[src/include/soc_params.svh]
`ifndef SOC_PARAMS_SVH
`define SOC_PARAMS_SVH

// Bus widths
`define SOC_ADDR_W      32
`define SOC_DATA_W      32
`define SOC_STRB_W      4

// Address bits that pick the slave
`define REGION_MSB      31
`define REGION_LSB      28

`define REGION_SRAM     4'h0
`define REGION_WDT      4'h1
`define REGION_PWM      4'h2

// SRAM geometry, index from addr[9:2]
`define SRAM_WORDS      256
`define SRAM_IDX_W      8

// Watchdog map
`define WDT_EN_OFS      32'h0000_0000
`define WDT_LIVE_OFS    32'h0000_0004
`define WDT_TOCNT_OFS   32'h0000_0008
`define WDT_CNT_W       32

// PWM map
`define PWM_CH          4
`define PWM_CNT_W       16
`define PWM_CTRL_OFS    32'h0000_0000
`define PWM_PER_OFS     32'h0000_0010
`define PWM_DUTY_OFS    32'h0000_0014
`define PWM_CH_STRIDE   32'h0000_0008

`endif

[src/hw/soc_pkg.sv]
`default_nettype none

`include "soc_params.svh"

package soc_pkg;

    // Single-beat access from the master port
    typedef struct packed {
        logic                     write;    // 1 = write, 0 = read
        logic [`SOC_ADDR_W-1:0]   addr;
        logic [`SOC_DATA_W-1:0]   wdata;
        logic [`SOC_STRB_W-1:0]   wstrb;    // One bit per byte lane
    } bus_req_t;

    // Same codes as the AXI xRESP field
    typedef enum logic [1:0] {
        RESP_OKAY   = 2'b00,
        RESP_DECERR = 2'b11
    } resp_e;

    typedef struct packed {
        logic [`SOC_DATA_W-1:0]   rdata;
        resp_e                    resp;
    } bus_rsp_t;

    // Decode target of the latched request
    typedef enum logic [1:0] {
        SLV_SRAM = 2'd0,
        SLV_WDT  = 2'd1,
        SLV_PWM  = 2'd2,
        SLV_NONE = 2'd3
    } slave_e;

    typedef enum logic [1:0] {
        ST_IDLE   = 2'd0,    // Waiting for a request
        ST_ACCESS = 2'd1,    // Slave select cycle
        ST_RESP   = 2'd2     // Response held until taken
    } ctrl_state_e;

endpackage

`default_nettype wire

[src/hw/pwm_slave.sv]
`default_nettype none

`include "soc_params.svh"

module pwm_slave (
    input  logic                    axi_clk_i,
    input  logic                    rst_n_i,
    input  logic                    sel_i,
    input  soc_pkg::bus_req_t       req_i,
    output logic [`SOC_DATA_W-1:0]  rdata_o,
    output logic [`PWM_CH-1:0]      pwm_o
);

    logic [`PWM_CH-1:0]     ctrl_q;    // Per-channel enable
    logic [`PWM_CNT_W-1:0]  per_q  [`PWM_CH];
    logic [`PWM_CNT_W-1:0]  duty_q [`PWM_CH];
    logic [`PWM_CNT_W-1:0]  cnt_q  [`PWM_CH];
    logic                   wr;
    logic [`SOC_DATA_W-1:0] rd_val;

    assign wr = sel_i && req_i.write;

    always_ff @(posedge axi_clk_i) begin
        if (!rst_n_i) begin
            ctrl_q <= '0;
            pwm_o  <= '0;
            for (int c = 0; c < `PWM_CH; c++) begin
                per_q[c]  <= '0;
                duty_q[c] <= '0;
                cnt_q[c]  <= '0;
            end
        end else begin
            for (int c = 0; c < `PWM_CH; c++) begin
                // Counter runs 0 .. period-1, parked at 0 when disabled
                if (!ctrl_q[c]) begin
                    cnt_q[c] <= '0;
                end else if (({1'b0, cnt_q[c]} + 1'b1) >= {1'b0, per_q[c]}) begin
                    cnt_q[c] <= '0;
                end else begin
                    cnt_q[c] <= cnt_q[c] + 1'b1;
                end
                // Zero period or zero duty keeps the pin low
                pwm_o[c] <= ctrl_q[c] && (per_q[c] != '0) && (cnt_q[c] < duty_q[c]);
            end
            if (wr) begin
                if (req_i.addr == `PWM_CTRL_OFS) begin
                    ctrl_q <= req_i.wdata[`PWM_CH-1:0];
                end
                for (int c = 0; c < `PWM_CH; c++) begin
                    if (req_i.addr == `PWM_PER_OFS + c * `PWM_CH_STRIDE) begin
                        per_q[c] <= req_i.wdata[`PWM_CNT_W-1:0];
                    end
                    if (req_i.addr == `PWM_DUTY_OFS + c * `PWM_CH_STRIDE) begin
                        duty_q[c] <= req_i.wdata[`PWM_CNT_W-1:0];
                    end
                end
            end
        end
    end

    // Readback of stored values, zero elsewhere
    always_comb begin
        rd_val = '0;
        if (req_i.addr == `PWM_CTRL_OFS) begin
            rd_val = {{(`SOC_DATA_W-`PWM_CH){1'b0}}, ctrl_q};
        end
        for (int c = 0; c < `PWM_CH; c++) begin
            if (req_i.addr == `PWM_PER_OFS + c * `PWM_CH_STRIDE) begin
                rd_val = {{(`SOC_DATA_W-`PWM_CNT_W){1'b0}}, per_q[c]};
            end
            if (req_i.addr == `PWM_DUTY_OFS + c * `PWM_CH_STRIDE) begin
                rd_val = {{(`SOC_DATA_W-`PWM_CNT_W){1'b0}}, duty_q[c]};
            end
        end
    end

    always_ff @(posedge axi_clk_i) begin
        if (sel_i && !req_i.write) begin
            rdata_o <= rd_val;
        end
    end

endmodule

`default_nettype wire

[config.mk]
export PLATFORM = sky130hd
export DESIGN_NAME = pwm_slave
export DESIGN_NICKNAME = d
export VERILOG_FILES = /design/src/hw/soc_pkg.sv /design/src/hw/pwm_slave.sv
export VERILOG_INCLUDE_DIRS = /design/src /design/src/include
export SDC_FILE = /design/constraint.sdc
export NUM_CORES = 1
export LEC_CHECK = 0
export ABC_AREA = 0
export BUFFER_PORTS_ARGS = -buffer_cell sky130_fd_sc_hd__clkbuf_2
export CAP_MARGIN = 20
export CORE_MARGIN = 1.5
export CORE_UTILIZATION = 30
export CTS_BUF_LIST = sky130_fd_sc_hd__clkbuf_4
export CTS_CLUSTER_SIZE = 40
export DETAILED_ROUTE_END_ITERATION = 12
export GPL_ROUTABILITY_DRIVEN = 0
export GPL_TIMING_DRIVEN = 0
export PLACE_DENSITY = 0.49
export SYNTH_ARGS = -nofsm -noshare
export SYNTH_HDL_FRONTEND = slang
export SYNTH_SLANG_ARGS = --single-unit
[constraint.sdc]
create_clock -name axi_clk_i -period 4.49 [get_ports axi_clk_i]
set_input_delay 0.6735 -clock axi_clk_i [delete_from_list [all_inputs] [get_ports axi_clk_i]]
set_output_delay 0.6735 -clock axi_clk_i [all_outputs]
set_load 0.02 [all_outputs]
==> impl_table.tex <==
\begin{tabular}{lr}
\hline
Metric & Value \\
\hline
\multicolumn{2}{l}{\textbf{STA}} \\
Actual slew at the worst max-slew pin & 1060 ps \\
Count of final hold-check violations & 0 \\
Worst Hold Slack & 369 ps \\
Unrepaired setup endpoints after global routing & no \\
Max Clock Skew & 52.2 ps \\
Max Transition Viols Final & 0 \\
Post-route clock period utilization & 89.4\% \\
Max Freq & 0.249 GHz \\
Summed negative setup slack over all endpoints & 0 ps \\
Final min period & 4010 ps \\
Worst slew margin & 29.4\% \\
Number of setup violations in the final report & 0 \\
\multicolumn{2}{l}{\textbf{Floorplan}} \\
Die outline area & 46400 µm² \\
Number of core rows & 77 \\
Core footprint & 44400 µm² \\
Die Span Y & 215 µm \\
Number of top-level design ports & 108 \\
Floorplan die width & 215 µm \\
Initial standard-cell utilization of the core & 30.5\% \\
\multicolumn{2}{l}{\textbf{CTS}} \\
CTS Root Cell & clkbuf\_4 \\
Hold buffers post-CTS & 0 \\
Post-CTS Repair Setup Buffers & 0 \\
Clock transition at path regs & 70 ps \\
Number of buffers added by the clock tree synthesis step & 66 \\
Maximum buffer depth of the clock tree & 3 \\
CTS H-Tree Depth & 3 \\
Number of clock sinks & 216 \\
Post\_cts resized & 0 \\
Insertion delay to the later sink of the worst-skew pair & 760 ps \\
CTS tree & done \\
\multicolumn{2}{l}{\textbf{Power and ir drop}} \\
Pleak & 0.00680 µW \\
Total power of the final layout & 4920 µW \\
Worst VDD drop & 0.000181 V \\
Power density over the cells & 310 nW/µm² \\
\multicolumn{2}{l}{\textbf{Synthesis}} \\
Syn Std Cell Area & 13500 µm² \\
Share of synthesized cell area in and, or, nand and nor gates & 19.8\% \\
Compound-Gate Fraction of Synth Area & 8.92\% \\
Share of Yosys cell area claimed by the top area cell type & 46.1\% \\
Post-synthesis mux area share & 2.67\% \\
Post-synth cell types & 63 \\
Main combinational cell family by area after synthesis & simple AND/OR/NAND/NOR gates \\
Synthesized-area fraction occupied by adder cells & 11.8\% \\
Total number of yosys warnings & 0 \\
Share of synthesized area occupied by flip-flops and latches & 47.3\% \\
Dominant register cell in the synthesized netlist & edfxtp\_1 \\
Post-synthesis xor/xnor area fraction & 3.62\% \\
Cell with the most instances after synthesis & edfxtp\_1 \\
Cell types with the largest area share after synthesis & edfxtp\_1 46\%, ha\_1 12\%, and2\_1 6.1\% \\
Top cells by instance count after synthesis & 208 x edfxtp\_1, 141 x inv\_1, 131 x and2\_1 \\
Cell count after synthesis & 1275 \\
Post-synthesis area per instance & 10.6 µm² \\
Proportion of synthesized flip-flops having asynchronous set or reset & 0\% \\
Cell type contributing the most total cell area after synthesis & edfxtp\_1 \\
Post-synthesis register bit count & 216 \\
Number of flops mapped to enable cells by yosys & 208 \\
\multicolumn{2}{l}{\textbf{Final layout}} \\
Final layout net count & 1691 \\
Fraction of final layout cells with drive strength greater than 1 & 14.5\% \\
Layout-stage area growth over the synthesis result & 17.4\% \\
Non-filler instance count after layout & 2133 \\
Finished Cell Area & 15900 µm² \\
\multicolumn{2}{l}{\textbf{Worst setup path}} \\
Arrival time of data at the critical path endpoint & 4480 ps \\
Critical path data required time & 4960 ps \\
Critical path launch point type & flip-flop \\
Peak fanout along the critical path & 10 \\
Category of the worst setup path capture point & flip-flop \\
Critical path type & reg2reg \\
\multicolumn{2}{l}{\textbf{Global routing}} \\
Antenna violations before repair & 5 \\
Global-route wire length before repair & 62800 µm \\
Number of global-route vias before repair & 10400 \\
Maximum number of pins on one net before global-route repair & 17 \\
Total GRT Usage & 18.0\% \\
Total grt overflow & 0 \\
\multicolumn{2}{l}{\textbf{Placed design}} \\
Detailed Place HPWL & 31600 µm \\
Total of buffers placed on input and output ports & 68 \\
Number of cells after detailed placement & 2015 \\
Placed Area & 15000 µm² \\
\multicolumn{2}{l}{\textbf{Min path}} \\
Worst min-delay path class & in2reg \\
\multicolumn{2}{l}{\textbf{Route}} \\
Initial detailed-routing violation count & 623 \\
Average vias per placed instance & 4.82 \\
Remaining routing DRC violations & 0 \\
Aggregate routed wire length & 41300 µm \\
Residual antenna-violating net count after detailed routing & 0 \\
Detail-routed net length per standard cell & 19.4 µm \\
Drt pass-1 iters & 5 \\
Total via count in the routed design & 10300 \\
\multicolumn{2}{l}{\textbf{Status}} \\
Status & finished, final reports clean \\
\multicolumn{2}{l}{\textbf{Job}} \\
Max-cap viol count & 0 \\
\hline
\end{tabular}
metal layers:
layer / share of wire [%] / track usage, % / wire [µm]
met2: 47 / 29.4 / 19400
met1: 45 / 24.1 / 18700
met3: 5.6 / 3.47 / 2290
met5: 0 / 0 / 0
met4: 2.3 / 5.64 / 935
cell type report:
type,count,area [µm²]
buffer,51,256
multi-input combinational,945,6700
tap,592,741
fill,4542,28500
inverter,141,529
clock inverter,16,141
sequential,216,6410
timing repair buffer,70,370
clock buffer,99,743
antenna,3,7.51
cell usage in the layout, fill, tap and decap left out, types with 8 or more instances in the layout:
master    Yosys  layout
nor3b_1      25      25
a211oi_1     11      11
nand2b_1      8       8
and3_1        9       9
conb_1        2      80
nor2_1       53      53
and2_1      131     131
mux2i_1      35      35
o21ai_0      40      35
xor2_1       23      23
o221ai_1     12      12
nor2b_1      22      21
a21o_1       19      19
clkinv_1      0       9
nand3_1      34      34
inv_1       141     141
nand4_1      27      27
clkbuf_4      0      99
and4_1       13      13
ha_1        128     128
xnor2_1      33      33
clkbuf_2      1      69
clkbuf_1     29      29
nor3_1       19      19
buf_4        16      16
nand2_1      80      80
edfxtp_1    208     208
nor4_1       21      21
a21oi_1      38      38
dfxtp_1       8       8
path summary, 6_finish.rpt:
| path | from | depth (start not counted) | slack, ps | to |
|---|---|---|---|---|
| worst max-delay path | cnt_q[3][2] | 13 | 480 | cnt_q[3][15] |
| worst min-delay path | rst_n_i | 2 | 370 | ctrl_q[3] |
| worst max register to register | cnt_q[3][2] | 13 | 480 | cnt_q[3][15] |
| worst min register to register | ctrl_q[0] | 2 | 540 | ctrl_q[0] |
power breakdown:
part,switching (µW),leakage [µW],internal [µW]
logic,292,0.00416,161
clock network,923,0.000528,1170
registers,83.8,0.00211,2290
per-stage QoR:
step | setup WS, ps | utilization, %
2_1_floorplan | 962 | -
3_3_place_gp | -294 | 33.6
3_5_place_dp | 545 | 33.8
4_1_cts | 515 | 35.8
5_1_grt | 202 | 35.8
6_report | 475 | 35.8
flip-flops by register name, indices dropped and copies added, names as in the netlist:
| name | count |
|---|---|
| pwm_o | 4 |
| duty_q | 64 |
| per_q | 64 |
| cnt_q | 64 |
| ctrl_q | 4 |
| rdata_o | 16 |
kinds of logic after synthesis:
logic type,Yosys count
other,2
XOR/XNOR,56
multiplexers,36
adder cells (fa/ha/maj),128
AO/OA/AOI/OAI,179
AND/OR/NAND/NOR,466
flip-flops,216
buffers and inverters,192
worst max-delay path: stages, from the launching register on:
cell and delay, ps:
edfxtp_1 430, and4_1 300, and2_1 210, and3_1 160
clkbuf_1 270, nand3_1 140, xnor2_1 160, ha_1 300
nand2_1 70, o41ai_1 500, a2111oi_0 140, nor2_1 460
clkbuf_1 490, nor3_1 110
(Power assumes the default switching activity.)
