===== config.mk =====
export PLATFORM = sky130hd
export DESIGN_NAME = bus_ctrl
export DESIGN_NICKNAME = d
export VERILOG_FILES = /design/src/hw/soc_pkg.sv /design/src/hw/bus_ctrl.sv
export VERILOG_INCLUDE_DIRS = /design/src /design/src/include
export SDC_FILE = /design/constraint.sdc
export NUM_CORES = 1
export LEC_CHECK = 0
export ABC_CLOCK_PERIOD_IN_PS = 4500
export BUFFER_PORTS_ARGS = -buffer_cell sky130_fd_sc_hd__buf_2
export CORE_AREA = 3 3 106 108
export CTS_CLUSTER_DIAMETER = 40
export DETAILED_ROUTE_END_ITERATION = 8
export DIE_AREA = 0 0 109 111
export PLACE_DENSITY = 0.77
export SYNTH_ARGS = -nofsm -noshare
export SYNTH_HDL_FRONTEND = slang
export SYNTH_SLANG_ARGS = --single-unit

===== constraint.sdc =====
create_clock -name axi_clk_i -period 4.5 [get_ports axi_clk_i]
set_input_delay 0.225 -clock axi_clk_i [delete_from_list [all_inputs] [get_ports axi_clk_i]]
set_output_delay 0.225 -clock axi_clk_i [all_outputs]
set_load 0.01 [all_outputs]

===== src/include/soc_params.svh =====
`ifndef SOC_PARAMS_SVH
`define SOC_PARAMS_SVH

// Bus widths
`define SOC_ADDR_W      32
`define SOC_DATA_W      32
`define SOC_STRB_W      4

// Address bits that pick the slave
`define REGION_MSB      31
`define REGION_LSB      28

`define REGION_SRAM     4'h0
`define REGION_WDT      4'h1
`define REGION_PWM      4'h2

// SRAM geometry, index from addr[9:2]
`define SRAM_WORDS      256
`define SRAM_IDX_W      8

// Watchdog map
`define WDT_EN_OFS      32'h0000_0000
`define WDT_LIVE_OFS    32'h0000_0004
`define WDT_TOCNT_OFS   32'h0000_0008
`define WDT_CNT_W       32

// PWM map
`define PWM_CH          4
`define PWM_CNT_W       16
`define PWM_CTRL_OFS    32'h0000_0000
`define PWM_PER_OFS     32'h0000_0010
`define PWM_DUTY_OFS    32'h0000_0014
`define PWM_CH_STRIDE   32'h0000_0008

`endif


===== src/hw/soc_pkg.sv =====
`default_nettype none

`include "soc_params.svh"

package soc_pkg;

    // Single-beat access from the master port
    typedef struct packed {
        logic                     write;    // 1 = write, 0 = read
        logic [`SOC_ADDR_W-1:0]   addr;
        logic [`SOC_DATA_W-1:0]   wdata;
        logic [`SOC_STRB_W-1:0]   wstrb;    // One bit per byte lane
    } bus_req_t;

    // Same codes as the AXI xRESP field
    typedef enum logic [1:0] {
        RESP_OKAY   = 2'b00,
        RESP_DECERR = 2'b11
    } resp_e;

    typedef struct packed {
        logic [`SOC_DATA_W-1:0]   rdata;
        resp_e                    resp;
    } bus_rsp_t;

    // Decode target of the latched request
    typedef enum logic [1:0] {
        SLV_SRAM = 2'd0,
        SLV_WDT  = 2'd1,
        SLV_PWM  = 2'd2,
        SLV_NONE = 2'd3
    } slave_e;

    typedef enum logic [1:0] {
        ST_IDLE   = 2'd0,    // Waiting for a request
        ST_ACCESS = 2'd1,    // Slave select cycle
        ST_RESP   = 2'd2     // Response held until taken
    } ctrl_state_e;

endpackage

`default_nettype wire


===== src/hw/bus_ctrl.sv =====
`default_nettype none

`include "soc_params.svh"

module bus_ctrl (
    input  logic                    axi_clk_i,
    input  logic                    rst_n_i,
    // Master port
    input  logic                    req_valid_i,
    output logic                    req_ready_o,
    input  soc_pkg::bus_req_t       req_i,
    output logic                    rsp_valid_o,
    input  logic                    rsp_ready_i,
    output soc_pkg::bus_rsp_t       rsp_o,
    // Slave side
    output logic                    sram_sel_o,
    output logic                    wdt_sel_o,
    output logic                    pwm_sel_o,
    output soc_pkg::bus_req_t       slv_req_o,
    input  logic [`SOC_DATA_W-1:0]  sram_rdata_i,
    input  logic [`SOC_DATA_W-1:0]  wdt_rdata_i,
    input  logic [`SOC_DATA_W-1:0]  pwm_rdata_i
);

    soc_pkg::ctrl_state_e                   state_q;
    soc_pkg::ctrl_state_e                   state_d;
    soc_pkg::slave_e                        slv_q;
    soc_pkg::slave_e                        slv_d;
    soc_pkg::bus_req_t                      req_q;
    soc_pkg::bus_req_t                      req_cut;
    soc_pkg::bus_rsp_t                      rsp;
    logic [`REGION_MSB-`REGION_LSB:0]       region;
    logic                                   accept;

    assign accept = req_valid_i && (state_q == soc_pkg::ST_IDLE);
    assign region = req_i.addr[`REGION_MSB:`REGION_LSB];

    // Region decode on the incoming request
    always_comb begin
        case (region)
            `REGION_SRAM: slv_d = soc_pkg::SLV_SRAM;
            `REGION_WDT:  slv_d = soc_pkg::SLV_WDT;
            `REGION_PWM:  slv_d = soc_pkg::SLV_PWM;
            default:      slv_d = soc_pkg::SLV_NONE;
        endcase
    end

    // Slaves only ever see their own offset
    always_comb begin
        req_cut = req_i;
        req_cut.addr[`REGION_MSB:`REGION_LSB] = '0;
    end

    always_comb begin
        state_d = state_q;
        case (state_q)
            soc_pkg::ST_IDLE: begin
                if (req_valid_i) begin
                    state_d = soc_pkg::ST_ACCESS;
                end
            end
            soc_pkg::ST_ACCESS: begin
                state_d = soc_pkg::ST_RESP;    // Fixed one-cycle access
            end
            soc_pkg::ST_RESP: begin
                if (rsp_ready_i) begin
                    state_d = soc_pkg::ST_IDLE;
                end
            end
            default: begin
                state_d = soc_pkg::ST_IDLE;
            end
        endcase
    end

    always_ff @(posedge axi_clk_i) begin
        if (!rst_n_i) begin
            state_q <= soc_pkg::ST_IDLE;
            slv_q   <= soc_pkg::SLV_NONE;
        end else begin
            state_q <= state_d;
            if (accept) begin
                slv_q <= slv_d;
            end
        end
    end

    always_ff @(posedge axi_clk_i) begin
        if (accept) begin
            req_q <= req_cut;    // Held for the whole transaction
        end
    end

    // One select, only during ST_ACCESS
    assign sram_sel_o = (state_q == soc_pkg::ST_ACCESS) && (slv_q == soc_pkg::SLV_SRAM);
    assign wdt_sel_o  = (state_q == soc_pkg::ST_ACCESS) && (slv_q == soc_pkg::SLV_WDT);
    assign pwm_sel_o  = (state_q == soc_pkg::ST_ACCESS) && (slv_q == soc_pkg::SLV_PWM);
    assign slv_req_o  = req_q;

    // Slave rdata is registered and holds, so the mux is stable in ST_RESP
    always_comb begin
        rsp.rdata = '0;
        rsp.resp  = soc_pkg::RESP_OKAY;
        case (slv_q)
            soc_pkg::SLV_SRAM: rsp.rdata = sram_rdata_i;
            soc_pkg::SLV_WDT:  rsp.rdata = wdt_rdata_i;
            soc_pkg::SLV_PWM:  rsp.rdata = pwm_rdata_i;
            default:           rsp.resp  = soc_pkg::RESP_DECERR;
        endcase
        if (req_q.write) begin
            rsp.rdata = '0;    // Writes carry no data back
        end
    end

    assign rsp_o       = rsp;
    assign rsp_valid_o = (state_q == soc_pkg::ST_RESP);
    assign req_ready_o = (state_q == soc_pkg::ST_IDLE);

endmodule

`default_nettype wire


==> results of run 1 <==
-- placed cells by master, fill, tap and decap left out --
cell type,count
nor2_1,3
nor4_1,2
edfxtp_1,65
or3b_4,1
dfxtp_4,2
buf_4,2
nor3_1,1
inv_2,1
conb_1,4
clkinv_2,1
a21boi_0,1
o21ai_1,2
nor3b_1,2
a211oi_2,50
clkbuf_8,12
buf_2,272
clkbuf_1,3
and2_1,2
a211oi_1,14
nand2b_1,34
dfxtp_1,2
nor2b_1,33
-- worst max-delay path, stage by stage, from the launching register on --
cell,delay (ns)
dfxtp_4,0.97
nor2b_1,0.14
a211oi_2,0.27
a211oi_2,0.07
buf_2,0.19
-- stage by stage --
| step | total power, mW | cells |
|---|---|---|
| after global routing | 1.49 | 645 |
| after CTS | 1.44 | 645 |
| after global placement | 0.990 | 629 |
| final | 1.42 | 645 |
| after floorplan | 0.873 | 246 |
| after detailed placement | 0.995 | 629 |
-- power groups by stage --
stage	sequential (mW)	clock, mW	combinational [mW]
3_3_place_gp	0.787	0	0.203
2_1_floorplan	0.801	0	0.0719
3_5_place_dp	0.789	0	0.206
6_report	0.775	0.444	0.203
4_1_cts	0.776	0.460	0.207
5_1_grt	0.780	0.489	0.223
-- cell type report --
| type | instances | area [um2] |
|---|---|---|
| fill | 913 | 5300 |
| sequential | 69 | 2040 |
| timing repair buffer | 274 | 1380 |
| multi-input combinational | 149 | 1250 |
| clock buffer | 15 | 176 |
| tap | 136 | 170 |
| clock inverter | 1 | 5.00 |
| inverter | 1 | 3.75 |
-- logic make-up after synthesis --
kind of cell	count (synthesis)	synth area share
AOI/OAI and AO/OA	67	0.215
buffers and inverters	28	0.0621
DFF	69	0.583
other	1	0.00108
and+or+nand+nor	78	0.140
-- path summary, 6_finish.rpt --
kind | to | slack [ns] | from | depth (start not counted)
hold reg to reg | state_q[1] | 0.67 | state_q[0] | 3
setup reg to reg | slv_req_o[47] | 2.36 | state_q[1] | 3
hold / removal | slv_req_o[54] | 0.07 | req_i[54] | 1
setup / recovery | rsp_o[13] | 2.22 | slv_q[0] | 4
-- routing by layer --
metal,GRT usage,part of all wire,vias up
li1,-,-,1428
met1,0.153,0.35,1271
met2,0.252,0.49,189
met3,0.0676,0.15,10
met4,0.0572,0.013,0
met5,0,0,-
-- state kept, by name (all words and copies together), names as in the netlist --
register   flops
slv_q          2
slv_req_o     65
state_q        2
==> results_dict.tcl, run 1 <==
set metrics [dict create \
    status "complete, no violations" \
    worst_pin_slew_ns 1.01 \
    design_area_mm2 0.00502 \
    max-slew-margin-rel 0.325 \
    cp-start-kind "register" \
    leakage_nw 2.14 \
    setup_viol 0 \
    cts_resized 0 \
    final_max_slew_viol_count 0 \
    synth-seq-area-share 0.583 \
    finClkSkew_ns 0.00685 \
    rsz0062_at_grt "no" \
    die-area_mm2 0.0121 \
    p_int_mw 1.10 \
    synthToLayoutAreaGrowth_pct 44.0 \
    grt_antenna_before_repair 0 \
    comb_power_share 0.143 \
    synthTopCellsByCount "edfxtp_1, a211oi_2, nand2b_1, nor2b_1, a211oi_1" \
    layout_setup_ws_ns 2.22 \
    clk_latency_ns 0.33 \
    dieHeight_um 111 \
    hold_slack_ns 0.0667 \
    cts_buffer_depth 2 \
    root_buffer "clkbuf_8" \
    pwr-share-clk 0.312 \
    htreeDepth 3 \
    synth.most_common_cell "edfxtp_1" \
    gp_congestion 0.806 \
    cp.required_ns 4.28 \
    worstSetupPathType "reg -> out" \
    ys.flop_type "edfxtp_1" \
    core-area_mm2 0.0103 \
    path_max_fanout 101 \
    arrival_ns 2.06 \
    syn_avg_cell_area_um2 14.4 \
    viasPerCell 4.49 \
    grt_pass1_vias 2908 \
    hold_path.class "in -> reg" \
    cts_buffers 9 \
    p_per_area_mw_per_mm2 283 \
    drc 0 \
    post_dp_cell_area_mm2 0.00484 \
    yosysTopAreaCellShare 0.560 \
    grtUsageTotal 0.147 \
    start_util 0.338 \
    ys_ff_latch 69 \
    synthesis.area_mm2 0.00349 \
    seq_power_share 0.545 \
    overflow 0 \
    finish.net_count 673 \
    finalHoldViolCount 0 \
    diodes 0 \
    syn_inst 243 \
    drive_gt1_frac 0.670 \
    dp_slack_ns 2.37 \
    yosys_warnings 0 \
    holdBufCountCts 0 \
    finalCriticalPeriod_ns 2.28 \
    drtAntennaViolNets 0 \
    post_drt_wl_per_cell_um 14.7 \
    async_flop_share 0 \
    cts_setup_buffers 0 \
    fin_crit_sh 0.507 \
    maxCapViolCount 0 \
    end_kind "output port" \
    synth_area_leader_cell "edfxtp_1" \
    vias 2898 \
    drtPass1Iterations 4 \
    cts.clk_slew.worst_paths_ns 0.07 \
    io_buffers 272 \
    p_sw_frac 0.228 \
    grt_max_degree 102 \
    synth_cell_types 24 \
    die_w_um 109 \
    routed_wl_um 9470 \
    grt_pass1_wl_um 14000 \
    ios 277 \
    dpl.hpwl_um 7510 \
    drt_iter0_drc 217 \
    timing.setup.tns_ns 0 \
    utilization 0.486 \
    cts_tree "done" \
    p_switching_mw 0.324 \
    synth_area_leaders "edfxtp_1, a211oi_2, nand2b_1" \
    synth_edf_count 65 \
    rows 37 \
    clkSinkCount 69 \
    max_freq_mhz 438 \
    vdd_drop_max_mv 0.293 \
]
Power figures use the tool's default switching activity.
==> inputs of run 2 (changes only) <==
--- a/config.mk
+++ b/config.mk
@@ -6,13 +6,14 @@
 export SDC_FILE = /design/constraint.sdc
 export NUM_CORES = 1
 export LEC_CHECK = 0
-export ABC_CLOCK_PERIOD_IN_PS = 4500
+export ABC_AREA = 1
+export ABC_CLOCK_PERIOD_IN_PS = 2300
 export BUFFER_PORTS_ARGS = -buffer_cell sky130_fd_sc_hd__buf_2
-export CORE_AREA = 3 3 106 108
+export CORE_AREA = 3 3 108 110
 export CTS_CLUSTER_DIAMETER = 40
 export DETAILED_ROUTE_END_ITERATION = 8
-export DIE_AREA = 0 0 109 111
-export PLACE_DENSITY = 0.77
+export DIE_AREA = 0 0 111 113
+export PLACE_DENSITY = 0.72
 export SYNTH_ARGS = -nofsm -noshare
 export SYNTH_HDL_FRONTEND = slang
 export SYNTH_SLANG_ARGS = --single-unit
==> constraint.sdc (replaced) <==
create_clock -name axi_clk_i -period 2.3 [get_ports axi_clk_i]
set_input_delay 0.115 -clock axi_clk_i [delete_from_list [all_inputs] [get_ports axi_clk_i]]
set_output_delay 0.115 -clock axi_clk_i [all_outputs]
set_load 0.01 [all_outputs]
==> run 2 against run 1 <==
  * Global-route usage rose by 4.2 points
  * Non-clock buffer count is 68 higher
  * Wire length grew 27%
  * First-iteration DRC count increased by 63%
  * Clock skew grew 0.0046 ns
  * Largest power group unchanged
  * Combinational power rose to 3.2 times the previous value
  * Power up 120%
  * Clock-buffer cell count decreased by 6
==> results_dict.tcl, run 2 <==
set metrics [dict create \
    drt_iter0_drc 354 \
    syn_inst 318 \
    finClkSkew_ns 0.0115 \
    synth_cell_types 16 \
    dpl.hpwl_um 8350 \
    leakage_nw 2.85 \
    multiInputGateArea_um2 830 \
    viasPerCell 4.51 \
    hold-path-endpoint "state_q[1]" \
    yosys_warnings 0 \
    nFillCells 961 \
    final_common_cell "buf_2" \
    ys_ff_latch 69 \
    drtPass1Iterations 5 \
    drive_gt1_frac 0.452 \
    async_flop_share 0 \
    htreeDepth 3 \
    synth_edf_count 65 \
    grt_pass1_wl_um 18800 \
    regToRegStartpoint "state_q[1]" \
    worst_pin_slew_ns 0.686 \
    clkSinkCount 69 \
    p_per_area_mw_per_mm2 570 \
    start_util 0.296 \
    cts_buffers 9 \
    grt-busiest-layer "met2" \
    status "complete, no violations" \
    ios 277 \
    clk_latency_ns 0.34 \
    grt_pass1_vias 3757 \
    cts.clk_slew.worst_paths_ns 0.08 \
    setup_viol 0 \
    synth_area_leaders "edfxtp_1, nand3_1, nand2_1" \
    rsz0062_at_grt "no" \
    fin_crit_sh 0.862 \
    arrival_ns 1.87 \
    end_kind "output port" \
    vdd_drop_max_mv 0.677 \
    cp.required_ns 2.18 \
    overflow 0 \
    cts_setup_buffers 0 \
    hold_depth 4 \
    grt_max_degree 54 \
    core-area_mm2 0.0108 \
    path_max_fanout 37 \
    routed_wl_um 12000 \
    use_met1 0.206 \
    r2r_cells 4 \
    hold_slack_ns 0.0202 \
    post_drt_wl_per_cell_um 15.2 \
    drc 0 \
    r2r_slack_ns 0.76 \
    r2r-end "slv_req_o[42]" \
    cts_tree "done" \
    final_cell_mix "buf_2, nand3_1, nand2_1" \
    root_buffer "clkbuf_8" \
    max-slew-margin-rel 0.541 \
    grtUsageTotal 0.189 \
    cp-start-kind "register" \
    regArea_mm2 0.00203 \
    hp-start "rsp_ready_i" \
    synthToLayoutAreaGrowth_pct 70.7 \
    gp_congestion 0.882 \
    grtUsageMet3 0.0786 \
    final_max_slew_viol_count 0 \
    finalHoldViolCount 0 \
    drtAntennaViolNets 0 \
    finish.net_count 818 \
    synth_area_leader_cell "edfxtp_1" \
    cts_buffer_depth 2 \
    synth.most_common_cell "nand3_1" \
    rows 38 \
    synthTopCellsByCount "nand3_1, nand2_1, edfxtp_1, inv_1, buf_4" \
    syn_avg_cell_area_um2 10.0 \
    hold_path.class "in -> reg" \
    largest_reg_flops 65 \
    synthesis.area_mm2 0.00320 \
    io_buffers 272 \
    dieHeight_um 113 \
    die_w_um 111 \
    yosysTopAreaCellShare 0.611 \
    maxCapViolCount 0 \
    synth-seq-area-share 0.636 \
    max_freq_mhz 504 \
    vias 3582 \
    worstSetupPathType "reg -> out" \
    timing.setup.tns_ns 0 \
    ys.flop_type "edfxtp_1" \
    grt_util_met2 0.330 \
    finalCriticalPeriod_ns 1.98 \
    die-area_mm2 0.0125 \
    grt_antenna_before_repair 0 \
]
## run 2: changes by cell type after synthesis, sizes merged, moves of 2 or more
cell	previous run	this run
and2	2	0
inv	1	42
nor2b	33	0
nor2	3	5
nand3	0	98
clkbuf	6	0
nand2	0	74
o21ai	2	0
nor4	2	0
nand2b	34	0
buf	21	25
nor3b	2	0
a211oi	64	0
nor3	1	3
## run 2: final cells by class
cell class,instances,area share
tap,140,0.0321
antenna,1,0.000459
sequential,69,0.373
inverter,42,0.0298
multi-input combinational,185,0.152
timing repair buffer,342,0.379
clock inverter,6,0.0117
clock buffer,9,0.0227
## run 2: logic make-up (layout without fill, tap and decap cells)
| logic type | after synthesis | after routing | share of synthesized area |
|---|---|---|---|
| other | 1 | 5 | 0.00117 |
| AND/OR/NAND/NOR | 180 | 180 | 0.252 |
| AO/OA/AOI/OAI | 1 | 1 | 0.00156 |
| buffers and inverters | 67 | 399 | 0.110 |
| flip-flops | 69 | 69 | 0.636 |
## run 2: how the worst max path moves through the flow
stage / depth (start not counted) / from / slack (ns) / end
after global routing: 7 / slv_q[1] / 0.17 / rsp_o[32]
after CTS: 6 / slv_q[1] / 0.07 / rsp_o[28]
after global placement: 6 / slv_q[1] / 0.55 / rsp_o[9]
after detailed placement: 6 / slv_q[1] / 0.47 / rsp_o[28]
after floorplan: 3 / state_q[1] / 0.50 / slv_req_o[0]
final: 7 / slv_q[1] / 0.32 / rsp_o[33]
## run 2: what timing repair did
action	4_1_cts	5_1_grt
setup endpoints to repair	0	32
hold buffers	66	0
resized for setup	0	1
hold endpoints to repair	67	0
## run 2: metrics by stage
stage | instance area (um2) | instances | setup slack, ns | power [mW] | util
2_1_floorplan | 3210 | 321 | 0.505 | 1.81 | -
3_3_place_gp | 4600 | 712 | 0.553 | 2.07 | 0.426
3_5_place_dp | 4600 | 712 | 0.474 | 2.09 | 0.426
4_1_cts | 5450 | 793 | 0.0738 | 3.12 | 0.505
5_1_grt | 5450 | 793 | 0.170 | 3.25 | 0.505
6_report | 5450 | 794 | 0.317 | 3.11 | 0.505
## run 2: metal layers
layer | wire length (um) | part of all wire | up-vias
li1 | - | - | 1718
met1 | 4360 | 0.36 | 1622
met2 | 6000 | 0.50 | 220
met3 | 1370 | 0.11 | 22
met4 | 311 | 0.026 | 0
met5 | 0 | 0 | -
## run 2: where the power goes
part	leakage [nW]	switching [mW]	total, mW	internal [mW]
registers	0.655	0.0254	1.50	1.47
logic	2.10	0.348	0.656	0.308
clock network	0.0931	0.461	0.955	0.494
## run 2: worst max-delay path: stages, from the launching register on
cell,delay (ns)
dfxtp_1,0.37
buf_4,0.39
inv_4,0.24
nand3_1,0.18
nand3_1,0.09
nand2_1,0.06
inv_1,0.04
buf_2,0.13
