File: config.mk
export PLATFORM = sky130hd
export DESIGN_NAME = wdt_slave
export DESIGN_NICKNAME = d
export VERILOG_FILES = /design/src/hw/soc_pkg.sv /design/src/hw/wdt_slave.sv
export VERILOG_INCLUDE_DIRS = /design/src /design/src/include
export SDC_FILE = /design/constraint.sdc
export NUM_CORES = 1
export LEC_CHECK = 0
export BUFFER_PORTS_ARGS = -buffer_cell sky130_fd_sc_hd__buf_2
export CORE_MARGIN = 2
export CORE_UTILIZATION = 30
export DETAILED_ROUTE_END_ITERATION = 6
export GPL_TIMING_DRIVEN = 0
export PLACE_DENSITY_LB_ADDON = 0.25
export SETUP_SLACK_MARGIN = 0.02
export SKIP_CTS_REPAIR_TIMING = 1
export SLEW_MARGIN = 20
export SYNTH_ARGS = -nofsm -noshare
export SYNTH_HDL_FRONTEND = slang
export SYNTH_SLANG_ARGS = --single-unit
File: constraint.sdc
create_clock -name axi_clk_i -period 1.9 [get_ports axi_clk_i]
set_input_delay 0 -clock axi_clk_i [delete_from_list [all_inputs] [get_ports axi_clk_i]]
set_output_delay 0 -clock axi_clk_i [all_outputs]
set_load 0.01 [all_outputs]
File: src/include/soc_params.svh
`ifndef SOC_PARAMS_SVH
`define SOC_PARAMS_SVH

// Bus widths
`define SOC_ADDR_W      32
`define SOC_DATA_W      32
`define SOC_STRB_W      4

// Address bits that pick the slave
`define REGION_MSB      31
`define REGION_LSB      28

`define REGION_SRAM     4'h0
`define REGION_WDT      4'h1
`define REGION_PWM      4'h2

// SRAM geometry, index from addr[9:2]
`define SRAM_WORDS      256
`define SRAM_IDX_W      8

// Watchdog map
`define WDT_EN_OFS      32'h0000_0000
`define WDT_LIVE_OFS    32'h0000_0004
`define WDT_TOCNT_OFS   32'h0000_0008
`define WDT_CNT_W       32

// PWM map
`define PWM_CH          4
`define PWM_CNT_W       16
`define PWM_CTRL_OFS    32'h0000_0000
`define PWM_PER_OFS     32'h0000_0010
`define PWM_DUTY_OFS    32'h0000_0014
`define PWM_CH_STRIDE   32'h0000_0008

`endif

File: src/hw/soc_pkg.sv
`default_nettype none

`include "soc_params.svh"

package soc_pkg;

    // Single-beat access from the master port
    typedef struct packed {
        logic                     write;    // 1 = write, 0 = read
        logic [`SOC_ADDR_W-1:0]   addr;
        logic [`SOC_DATA_W-1:0]   wdata;
        logic [`SOC_STRB_W-1:0]   wstrb;    // One bit per byte lane
    } bus_req_t;

    // Same codes as the AXI xRESP field
    typedef enum logic [1:0] {
        RESP_OKAY   = 2'b00,
        RESP_DECERR = 2'b11
    } resp_e;

    typedef struct packed {
        logic [`SOC_DATA_W-1:0]   rdata;
        resp_e                    resp;
    } bus_rsp_t;

    // Decode target of the latched request
    typedef enum logic [1:0] {
        SLV_SRAM = 2'd0,
        SLV_WDT  = 2'd1,
        SLV_PWM  = 2'd2,
        SLV_NONE = 2'd3
    } slave_e;

    typedef enum logic [1:0] {
        ST_IDLE   = 2'd0,    // Waiting for a request
        ST_ACCESS = 2'd1,    // Slave select cycle
        ST_RESP   = 2'd2     // Response held until taken
    } ctrl_state_e;

endpackage

`default_nettype wire

File: src/hw/wdt_slave.sv
`default_nettype none

`include "soc_params.svh"

module wdt_slave (
    input  logic                    axi_clk_i,
    input  logic                    rst_n_i,
    input  logic                    sel_i,
    input  soc_pkg::bus_req_t       req_i,
    output logic [`SOC_DATA_W-1:0]  rdata_o,
    output logic                    timeout_o
);

    logic                   en_q;
    logic [`WDT_CNT_W-1:0]  tocnt_q;
    logic [`WDT_CNT_W-1:0]  cnt_q;
    logic                   wr;
    logic [`SOC_DATA_W-1:0] rd_val;

    assign wr = sel_i && req_i.write;

    always_ff @(posedge axi_clk_i) begin
        if (!rst_n_i) begin
            en_q      <= 1'b0;
            tocnt_q   <= '0;
            cnt_q     <= '0;
            timeout_o <= 1'b0;
        end else begin
            if (en_q) begin
                cnt_q <= cnt_q + 1'b1;
            end
            if (en_q && (cnt_q >= tocnt_q)) begin
                timeout_o <= 1'b1;    // Sticky until kicked or disabled
            end
            // Register writes override the counting above
            if (wr) begin
                case (req_i.addr)
                    `WDT_EN_OFS: begin
                        en_q <= req_i.wdata[0];
                        if (!req_i.wdata[0]) begin
                            cnt_q     <= '0;
                            timeout_o <= 1'b0;
                        end
                    end
                    `WDT_LIVE_OFS: begin
                        cnt_q     <= '0;    // Kick, data ignored
                        timeout_o <= 1'b0;
                    end
                    `WDT_TOCNT_OFS: tocnt_q <= req_i.wdata;
                    default: ;
                endcase
            end
        end
    end

    always_comb begin
        case (req_i.addr)
            `WDT_EN_OFS:    rd_val = {{(`SOC_DATA_W-1){1'b0}}, en_q};
            `WDT_LIVE_OFS:  rd_val = cnt_q;    // Live counter value
            `WDT_TOCNT_OFS: rd_val = tocnt_q;
            default:        rd_val = '0;
        endcase
    end

    always_ff @(posedge axi_clk_i) begin
        if (sel_i && !req_i.write) begin
            rdata_o <= rd_val;
        end
    end

endmodule

`default_nettype wire

==> impl_metrics.env, run 1 <==
export IMPL_synth_fa_ha_area_share_pct=8.35
export IMPL_synth_xor_xnor_area_share_pct=5.49
export IMPL_timing_final_crit_share_pct=97.1
export IMPL_drc=0
export IMPL_drv_cap=0
export IMPL_r2r_cells=7
export IMPL_grt_max_degree=18
export IMPL_critPathRequiredTime_ns=2.17
export IMPL_synth_edf_count=32
export IMPL_syn_to_final_growth_pct=31.8
export IMPL_post_place_ws_ns=-0.373
export IMPL_synth_mux_area_share_pct=7.11
export IMPL_final_core_util_pct=40.7
export IMPL_async_reset_ff_share_pct=0
export IMPL_cp_num_cells=7
export IMPL_cp_endpoint="timeout_o$_SDFF_PN0_"
export IMPL_htree_levels=3
export IMPL_setup_worst_path_end_class="register"
export IMPL_clk_pin_slew_ns=0.07
export IMPL_ios=105
export IMPL_synth_flop_cell="dfxtp_1"
export IMPL_crit_chain="inv_1 -> ha_1 -> nand4_1 -> nor4_4 -> and3_1 -> a22oi_2 -> a211oi_2"
export IMPL_hold_start="req_i[68]"
export IMPL_slew_viol_final=0
export IMPL_crit_arrival_ns=2.11
export IMPL_grt_usage_pct=13.4
export IMPL_netlist_top_cells_area="dfxtp_1 27%, edfxtp_1 19%, ha_1 8.4%"
export IMPL_crit_family="simple AND/OR/NAND/NOR gates"
export IMPL_hold_path_class="in2reg"
export IMPL_syn_avg_cell_area_um2=10.5
export IMPL_min_period_ns=1.84
export IMPL_finalHoldViolCount=0
export IMPL_viasPerCell=4.68
export IMPL_cts_sinks=98
export IMPL_post_route_cell_area_um2=6520
export IMPL_leakage_nw=2.49
export IMPL_dp_cells=789
export IMPL_cpPeakStageDelay_ns=0.38
export IMPL_io_buffers=100
export IMPL_cts_buffers=9
export IMPL_maxSlewHeadroom_pct=49.1
export IMPL_grt_pass1_vias=3793
export IMPL_nFillCells=1611
export IMPL_reg2reg_setup_slack_ns=0.06
export IMPL_start_util_pct=30.9
export IMPL_routedWlPerCell_um=14.1
export IMPL_tightest_slew_ns=0.756
export IMPL_gp_congestion=0.759
export IMPL_place_area_um2=5750
export IMPL_cp_slowest_cell="nor4_4"
export IMPL_num_vias=3929
export IMPL_crit_buf_inv=1
export IMPL_cts_tree="yes"
export IMPL_antenna_found_initial=0
export IMPL_r2r_start="tocnt_q[29]$_SDFFE_PN0P_"
export IMPL_design_core_area_um2=16000
export IMPL_layout_drive_gt1_share_pct=26.8
export IMPL_setup_viol=0
export IMPL_synth_compound_area_share_pct=9.57
export IMPL_instances_no_fill=840
export IMPL_fp_dieArea_um2=17500
export IMPL_finalPower_mw=4.11
export IMPL_syn_nets=577
export IMPL_synth_area_leader_cell="dfxtp_1"
export IMPL_synth_seq_area_share_pct=46.2
export IMPL_synthDistinctLibCells=41
export IMPL_hpwl_mm=8.67
export IMPL_yosysWarnings=0
export IMPL_synthSimpleGateAreaFrac_pct=18.2
export IMPL_synth_top_family_by_area="simple AND/OR/NAND/NOR gates"
export IMPL_yosysTopAreaCellShare_pct=26.7
export IMPL_rsz0062_at_grt="true"
export IMPL_powerDensity_nw_per_um2=630
export IMPL_drtPass1Iterations=4
export IMPL_r2r_end="timeout_o$_SDFF_PN0_"
export IMPL_critPathLaunch="tocnt_q[29]$_SDFFE_PN0P_"
export IMPL_timing_final_ws_setup_ns=0.0557
export IMPL_grt_pass1_wl_mm=18.8
export IMPL_clock_path_buffers=2
export IMPL_overflow=0
export IMPL_status="finished clean"
export IMPL_start_kind="register"
export IMPL_die_w_um=132
export IMPL_ir_drop_mv=0.401
export IMPL_diodes=0
export IMPL_ant_nets=0
export IMPL_clk_latency_ns=0.34
export IMPL_die_h_um=132
export IMPL_cts_root_buf="clkbuf_16"
export IMPL_placementRows=46
export IMPL_final_cell_mix="110 x buf_2, 51 x dfxtp_1, 40 x nor2_1, 39 x inv_1, 34 x mux2i_1"
export IMPL_crit_type="reg2reg"
export IMPL_drt_iter0_markers=220
export IMPL_synth_area_um2=4940
export IMPL_nets=724
export IMPL_ys_ff_latch=98
export IMPL_drt_wl_total_mm=11.9
export IMPL_max_freq_ghz=0.542
export IMPL_fin_skew_ns=0.00547
export IMPL_layout_commonest_cell="buf_2"
export IMPL_cp_max_fo=3
export IMPL_synthCells=472
## power by group
group | switching [mW] | internal (mW) | leakage (nW)
clock | 0.772 | 0.924 | 0.134
combinational | 0.0978 | 0.133 | 1.51
sequential | 0.00608 | 2.17 | 0.851
total | 0.876 | 3.23 | 2.49
## sequential cells by signal, summed over array words and instances, names as in the netlist
signal     count
cnt_q         32
en_q           1
rdata_o       32
timeout_o      1
tocnt_q       32
## cell families after synthesis
| logic type | after synthesis |
|---|---|
| buffers and inverters | 58 |
| multiplexers | 35 |
| AO/OA/AOI/OAI | 60 |
| XOR/XNOR | 31 |
| flip-flops | 98 |
| adder cells (fa/ha/maj) | 33 |
| AND/OR/NAND/NOR | 157 |
## worst reg2reg max path, cell delays in order (launching register included)
cell      delay (ns)
dfxtp_2         0.34
inv_1           0.04
ha_1            0.29
nand4_1         0.21
nor4_4          0.38
and3_1          0.22
a22oi_2         0.07
a211oi_2        0.20
## routing by layer
metal	vias to the layer above	wire length (µm)	GRT usage, %	part of all wire, %
met5	-	0	0	0
met4	0	214	5.97	1.8
met3	14	468	2.19	3.9
met2	85	5730	22.4	48
met1	1850	5450	17.0	46
li1	1980	-	-	-
## how the worst min path moves through the flow
stage                                     endpoint  slack (ns)  depth (start not counted)
after floorplan                  en_q$_SDFFE_PN0P_        0.13                          1
final                        rdata_o[31]$_DFFE_PP_        0.08                          2
after global placement    tocnt_q[12]$_SDFFE_PN0P_        0.26                          3
after CTS                  tocnt_q[9]$_SDFFE_PN0P_       -0.10                          3
after detailed placement   tocnt_q[5]$_SDFFE_PN0P_        0.27                          3
after global routing         rdata_o[20]$_DFFE_PP_         0.1                          2
## final cells by class
cell class	count	area, µm²	area share (%)
tap	216	270	4.15
sequential	98	2310	35.4
clock inverter	3	18.8	0.288
inverter	39	146	2.25
clock buffer	13	250	3.84
timing repair buffer	138	888	13.6
buffer	17	98.8	1.52
multi-input combinational	316	2540	38.9
## Yosys cell counts, drive strengths merged (2+ instances only)
cell type	n
o21a	2
and2	5
dfxtp	66
a22o	32
buf	13
nor3	13
edfxtp	32
nand4	12
o21ai	3
inv	39
a21o	6
and4	8
nor4	12
mux2i	34
xnor2	21
nor2b	34
clkbuf	6
nand3	7
nand2	17
xor2	10
nor2	40
and3	6
ha	33
a21oi	8
## through the flow
step	hold slack, ns	TNS, ns
2_1_floorplan	0.128	0
3_3_place_gp	0.257	-35.09
3_5_place_dp	0.266	-5.91
4_1_cts	-0.103	-0.649
5_1_grt	0.0953	-0.0404
6_report	0.0809	0
Power figures use the tool's default switching activity.
==> inputs of run 2 (changes only) <==
Settings changed: PLACE_DENSITY set to 0.56, PLACE_DENSITY_LB_ADDON 0.25 to unset, REMOVE_ABC_BUFFERS set to 1.
==> run 2 against run 1 <==
Against the previous run: the flow now finishes with violations (setup timing); clock skew about the same; via count down 0.97%; die area stayed put.
==> impl_metrics.env, run 2 (same netlist as run 1, synthesis figures left out) <==
export IMPL_timing_final_crit_share_pct=102
export IMPL_post_route_cell_area_um2=6510
export IMPL_start_util_pct=30.9
export IMPL_crit_arrival_ns=2.20
export IMPL_min_period_ns=1.94
export IMPL_setup_worst_path_end_class="register"
export IMPL_drtPass1Iterations=4
export IMPL_io_buffers=100
export IMPL_drc=0
export IMPL_cp_max_fo=3
export IMPL_placementRows=46
export IMPL_ir_drop_mv=0.424
export IMPL_start_kind="register"
export IMPL_syn_to_final_growth_pct=31.8
export IMPL_timing_final_ws_setup_ns=-0.0419
export IMPL_die_h_um=132
export IMPL_dp_cells=781
export IMPL_overflow=0
export IMPL_reg_top3="cnt_q (32), rdata_o (32), tocnt_q (32)"
export IMPL_regArea_um2=2290
export IMPL_ios=105
export IMPL_cts_root_buf="clkbuf_16"
export IMPL_drt_wl_total_mm=11.8
export IMPL_drt_iter0_markers=135
export IMPL_hold_path_class="in2reg"
export IMPL_multiInputGateArea_um2=2510
export IMPL_grt_pass1_wl_mm=19.0
export IMPL_grt_max_degree=35
export IMPL_rsz0062_at_grt="true"
export IMPL_powerDensity_nw_per_um2=680
export IMPL_routedWlPerCell_um=14.1
export IMPL_leakage_nw=2.50
export IMPL_die_w_um=132
export IMPL_nets=717
export IMPL_cts_tree="yes"
export IMPL_gp_congestion=0.774
export IMPL_design_core_area_um2=16000
export IMPL_cts_buffers=9
export IMPL_num_vias=3891
export IMPL_hpwl_mm=8.75
export IMPL_cts_sinks=98
export IMPL_finalHoldViolCount=0
export IMPL_grt_pass1_vias=3842
export IMPL_nFillCells=1616
export IMPL_clk_latency_ns=0.34
export IMPL_critPathRequiredTime_ns=2.16
export IMPL_setup_viol=1
export IMPL_grt_usage_pct=13.6
export IMPL_maxSlewHeadroom_pct=53.6
export IMPL_instances_no_fill=833
export IMPL_status="finished with violations"
export IMPL_tightest_slew_ns=0.696
export IMPL_htree_levels=3
export IMPL_place_area_um2=5730
export IMPL_layout_drive_gt1_share_pct=25.4
export IMPL_ant_nets=0
export IMPL_diodes=0
export IMPL_viasPerCell=4.67
export IMPL_antenna_found_initial=0
export IMPL_clk_pin_slew_ns=0.07
export IMPL_clock_path_buffers=2
export IMPL_slew_viol_final=0
export IMPL_final_cell_mix="104 x buf_2, 61 x dfxtp_1, 40 x nor2_1, 39 x inv_1, 34 x mux2i_1"
export IMPL_violations="setup timing"
export IMPL_crit_type="reg2reg"
export IMPL_layout_commonest_cell="buf_2"
export IMPL_max_freq_ghz=0.515
export IMPL_drv_cap=0
export IMPL_fp_dieArea_um2=17500
export IMPL_fin_skew_ns=0.00589
[run 2: final timing paths]
kind | start | end | slack [ns] | cells past startpoint
worst max register to register | tocnt_q[27]$_SDFFE_PN0P_ | timeout_o$_SDFF_PN0_ | -0.04 | 7
worst min-delay path | req_i[68] | rdata_o[14]$_DFFE_PP_ | 0.08 | 2
worst max-delay path | tocnt_q[27]$_SDFFE_PN0P_ | timeout_o$_SDFF_PN0_ | -0.04 | 7
worst min register to register | timeout_o$_SDFF_PN0_ | timeout_o$_SDFF_PN0_ | 0.51 | 2
[run 2: area by class of cell]
class,count,share of cell area (%)
Clock buffer,11,4.05
Multi-Input combinational cell,316,38.6
Tap cell,216,4.15
Sequential cell,98,35.1
Clock inverter,5,1.13
Timing Repair Buffer,148,14.7
Inverter,39,2.25
[run 2: power breakdown]
group / total (mW) / internal [mW] / switching [mW]
clock: 2.02 / 1.26 / 0.757
sequential: 2.18 / 2.18 / 0.00597
combinational: 0.226 / 0.129 / 0.0977
total: 4.43 / 3.56 / 0.861
[run 2: layer usage]
metal	global-route usage, %	part of all wire (%)
met5	0	0
met1	16.6	45
met4	3.29	1.3
met2	23.5	51
met3	4.04	3.2
[run 2: per-stage QoR]
step	TNS (ns)	worst slack (ns)	total power [mW]	hold WS (ns)	util, %
after floorplan	-63.96	-1.34	2.28	0.128	-
after global placement	-190.05	-3.40	2.40	0.258	35.0
after detailed placement	-6.72	-0.408	2.41	0.262	35.8
after CTS	-1.45	-0.425	4.44	-0.105	37.9
after global routing	-0.116	-0.116	4.59	0.0692	40.7
final	-0.0419	-0.0419	4.43	0.0786	40.7
[run 2: critical path: stages, from the launching register on]
cell and delay, ns:
dfxtp_1 0.35, inv_1 0.05, ha_1 0.31, nand4_1 0.24
nor4_4 0.38, and3_1 0.22, a22oi_2 0.07, a211oi_1 0.23
==> inputs of run 3 (changes only) <==
--- a/config.mk
+++ b/config.mk
@@ -8,2 +8,3 @@
 export LEC_CHECK = 0
+export ABC_CLOCK_PERIOD_IN_PS = 1900
 export BUFFER_PORTS_ARGS = -buffer_cell sky130_fd_sc_hd__buf_2
==> constraint.sdc (replaced) <==
create_clock -name axi_clk_i -period 1.9 [get_ports axi_clk_i]
set_input_delay 0.095 -clock axi_clk_i [delete_from_list [all_inputs] [get_ports axi_clk_i]]
set_output_delay 0.095 -clock axi_clk_i [all_outputs]
set_load 0.01 [all_outputs]
==> run 3 against run 2 <==
Against the previous run: highest routed layer unchanged; critical endpoint unchanged; total power is 1.2% lower; critical path depth stayed put; via count is 2.9% lower; die area stayed put; the run still ends with setup timing left; cell count is 3.8% lower; count of clock-buffer cells in the layout stayed put; worst setup slack better by 0.0065 ns.
==> impl_metrics.env, run 3 (same netlist as run 1, synthesis figures left out) <==
export IMPL_status="finished with violations"
export IMPL_violations="setup timing"
export IMPL_pwr_share_comb_pct=4.0
export IMPL_antenna_found_initial=0
export IMPL_nets=685
export IMPL_finalHoldViolCount=0
export IMPL_timing_final_ws_setup_ns=-0.0355
export IMPL_diodes=0
export IMPL_final_cell_mix="104 x buf_2, 63 x dfxtp_1, 40 x nor2_1, 39 x inv_1, 34 x mux2i_1"
export IMPL_start_util_pct=30.9
export IMPL_critPathRequiredTime_ns=2.11
export IMPL_tightest_slew_ns=0.595
export IMPL_io_buffers=100
export IMPL_final_core_util_pct=38.7
export IMPL_pwr_share_seq_pct=49.9
export IMPL_design_core_area_um2=16000
export IMPL_hold_start="req_i[10]"
export IMPL_reg_top3="cnt_q (32), rdata_o (32), tocnt_q (32)"
export IMPL_num_vias=3778
export IMPL_start_kind="register"
export IMPL_layout_drive_gt1_share_pct=26.3
export IMPL_grt_usage_pct=13.6
export IMPL_cts_buffers=9
export IMPL_critPathLaunch="cnt_q[0]$_SDFF_PN0_"
export IMPL_tns_ns=-0.0355
export IMPL_cp_slowest_cell="dfxtp_2"
export IMPL_crit_buf_inv=1
export IMPL_ant_nets=0
export IMPL_fin_skew_ns=0.00596
export IMPL_setup_viol=1
export IMPL_p_clk_share_pct=46.1
export IMPL_clk_latency_ns=0.34
export IMPL_drtPass1Iterations=4
export IMPL_crit_type="reg2reg"
export IMPL_crit_arrival_ns=2.15
export IMPL_rsz0062_at_grt="true"
export IMPL_setup_worst_path_end_class="register"
export IMPL_gp_congestion=0.774
export IMPL_drc=0
export IMPL_timing_final_crit_share_pct=102
export IMPL_intPower_mw=3.52
export IMPL_fp_dieArea_um2=17500
export IMPL_htree_levels=3
export IMPL_leakage_nw=2.37
export IMPL_drt_iter0_markers=131
export IMPL_crit_chain="inv_1 -> ha_1 -> nand2b_1 -> a2111oi_4 -> o311ai_2 -> a22oi_1 -> a211oi_1"
export IMPL_reg2reg_setup_slack_ns=-0.04
export IMPL_ir_drop_mv=0.426
export IMPL_whs_path_depth=3
export IMPL_r2r_cells=7
export IMPL_cp_max_fo=7
export IMPL_finalPower_mw=4.37
export IMPL_maxSlewHeadroom_pct=60.3
export IMPL_drv_cap=0
export IMPL_cts_root_buf="clkbuf_16"
export IMPL_syn_to_final_growth_pct=25.4
export IMPL_switchingPower_mw=0.851
export IMPL_ios=105
export IMPL_routedWlPerCell_um=14.4
export IMPL_p_sw_share_pct=19.5
export IMPL_cts_sinks=98
export IMPL_grt_max_degree=35
export IMPL_powerDensity_nw_per_um2=706
export IMPL_placementRows=46
export IMPL_cts_tree="yes"
export IMPL_die_h_um=132
export IMPL_slew_viol_final=0
export IMPL_grt_pass1_vias=3842
export IMPL_clock_path_buffers=2
export IMPL_layout_commonest_cell="buf_2"
export IMPL_max_freq_ghz=0.517
export IMPL_viasPerCell=4.72
export IMPL_r2r_end="timeout_o$_SDFF_PN0_"
export IMPL_clk_pin_slew_ns=0.07
export IMPL_r2r_start="cnt_q[0]$_SDFF_PN0_"
export IMPL_grt_pass1_wl_mm=19.0
export IMPL_hpwl_mm=8.75
export IMPL_cpPeakStageDelay_ns=0.40
export IMPL_min_to="tocnt_q[6]$_SDFFE_PN0P_"
export IMPL_die_w_um=132
export IMPL_min_period_ns=1.94
export IMPL_drt_wl_total_mm=11.5
export IMPL_overflow=0
export IMPL_crit_family="compound AO/OA/AOI/OAI gates"
export IMPL_hold_path_class="in2reg"
-- run 3: cell types whose count changed in the layout (fill, tap and decap cells not counted), sizes merged --
cell | previous run | this run
dlygate4sd3 | 32 | 0
-- run 3: per-stage QoR --
step	instance area, µm²	cells	hold slack, ns	setup slack (ns)
2_1_floorplan	4840	453	0.223	-1.44
3_5_place_dp	5730	781	0.357	-0.408
3_3_place_gp	5610	769	0.353	-3.50
4_1_cts	6070	797	-0.00993	-0.425
5_1_grt	6200	801	0.00478	-0.155
6_report	6200	801	0.00440	-0.0355
-- run 3: worst max path at each step --
stage,to,depth (start not counted)
floorplan,rdata_o[10]$_DFFE_PP_,4
global placement,rdata_o[31]$_DFFE_PP_,5
detailed placement,timeout_o$_SDFF_PN0_,7
CTS,timeout_o$_SDFF_PN0_,7
global route,timeout_o$_SDFF_PN0_,7
finish,timeout_o$_SDFF_PN0_,7
-- run 3: power groups by stage --
| stage | Clock (mW) | Sequential (mW) | Combinational, mW |
|---|---|---|---|
| 2_1_floorplan | 0 | 2.24 | 0.0390 |
| 3_3_place_gp | 0 | 2.23 | 0.164 |
| 3_5_place_dp | 0 | 2.23 | 0.178 |
| 4_1_cts | 2.08 | 2.18 | 0.179 |
| 5_1_grt | 2.16 | 2.18 | 0.193 |
| 6_report | 2.02 | 2.18 | 0.176 |
-- run 3: layout make-up --
type | count | area [µm²]
Multi-Input combinational cell | 316 | 2510
Clock buffer | 11 | 264
Clock inverter | 5 | 73.8
Timing Repair Buffer | 116 | 646
Fill cell | 1634 | 9800
Inverter | 39 | 146
Sequential cell | 98 | 2290
Tap cell | 216 | 270
-- run 3: metal layers --
metal | track usage [%] | part of all wire [%] | vias up
li1 | - | - | 1897
met1 | 16.6 | 44 | 1808
met2 | 23.5 | 51 | 64
met3 | 4.04 | 3.8 | 9
met4 | 3.29 | 1.3 | 0
met5 | 0 | 0 | -
-- run 3: worst min-delay path, cell delays in order --
cell     delay [ns]
buf_2          0.07
mux2i_1        0.05
nor2b_1        0.09
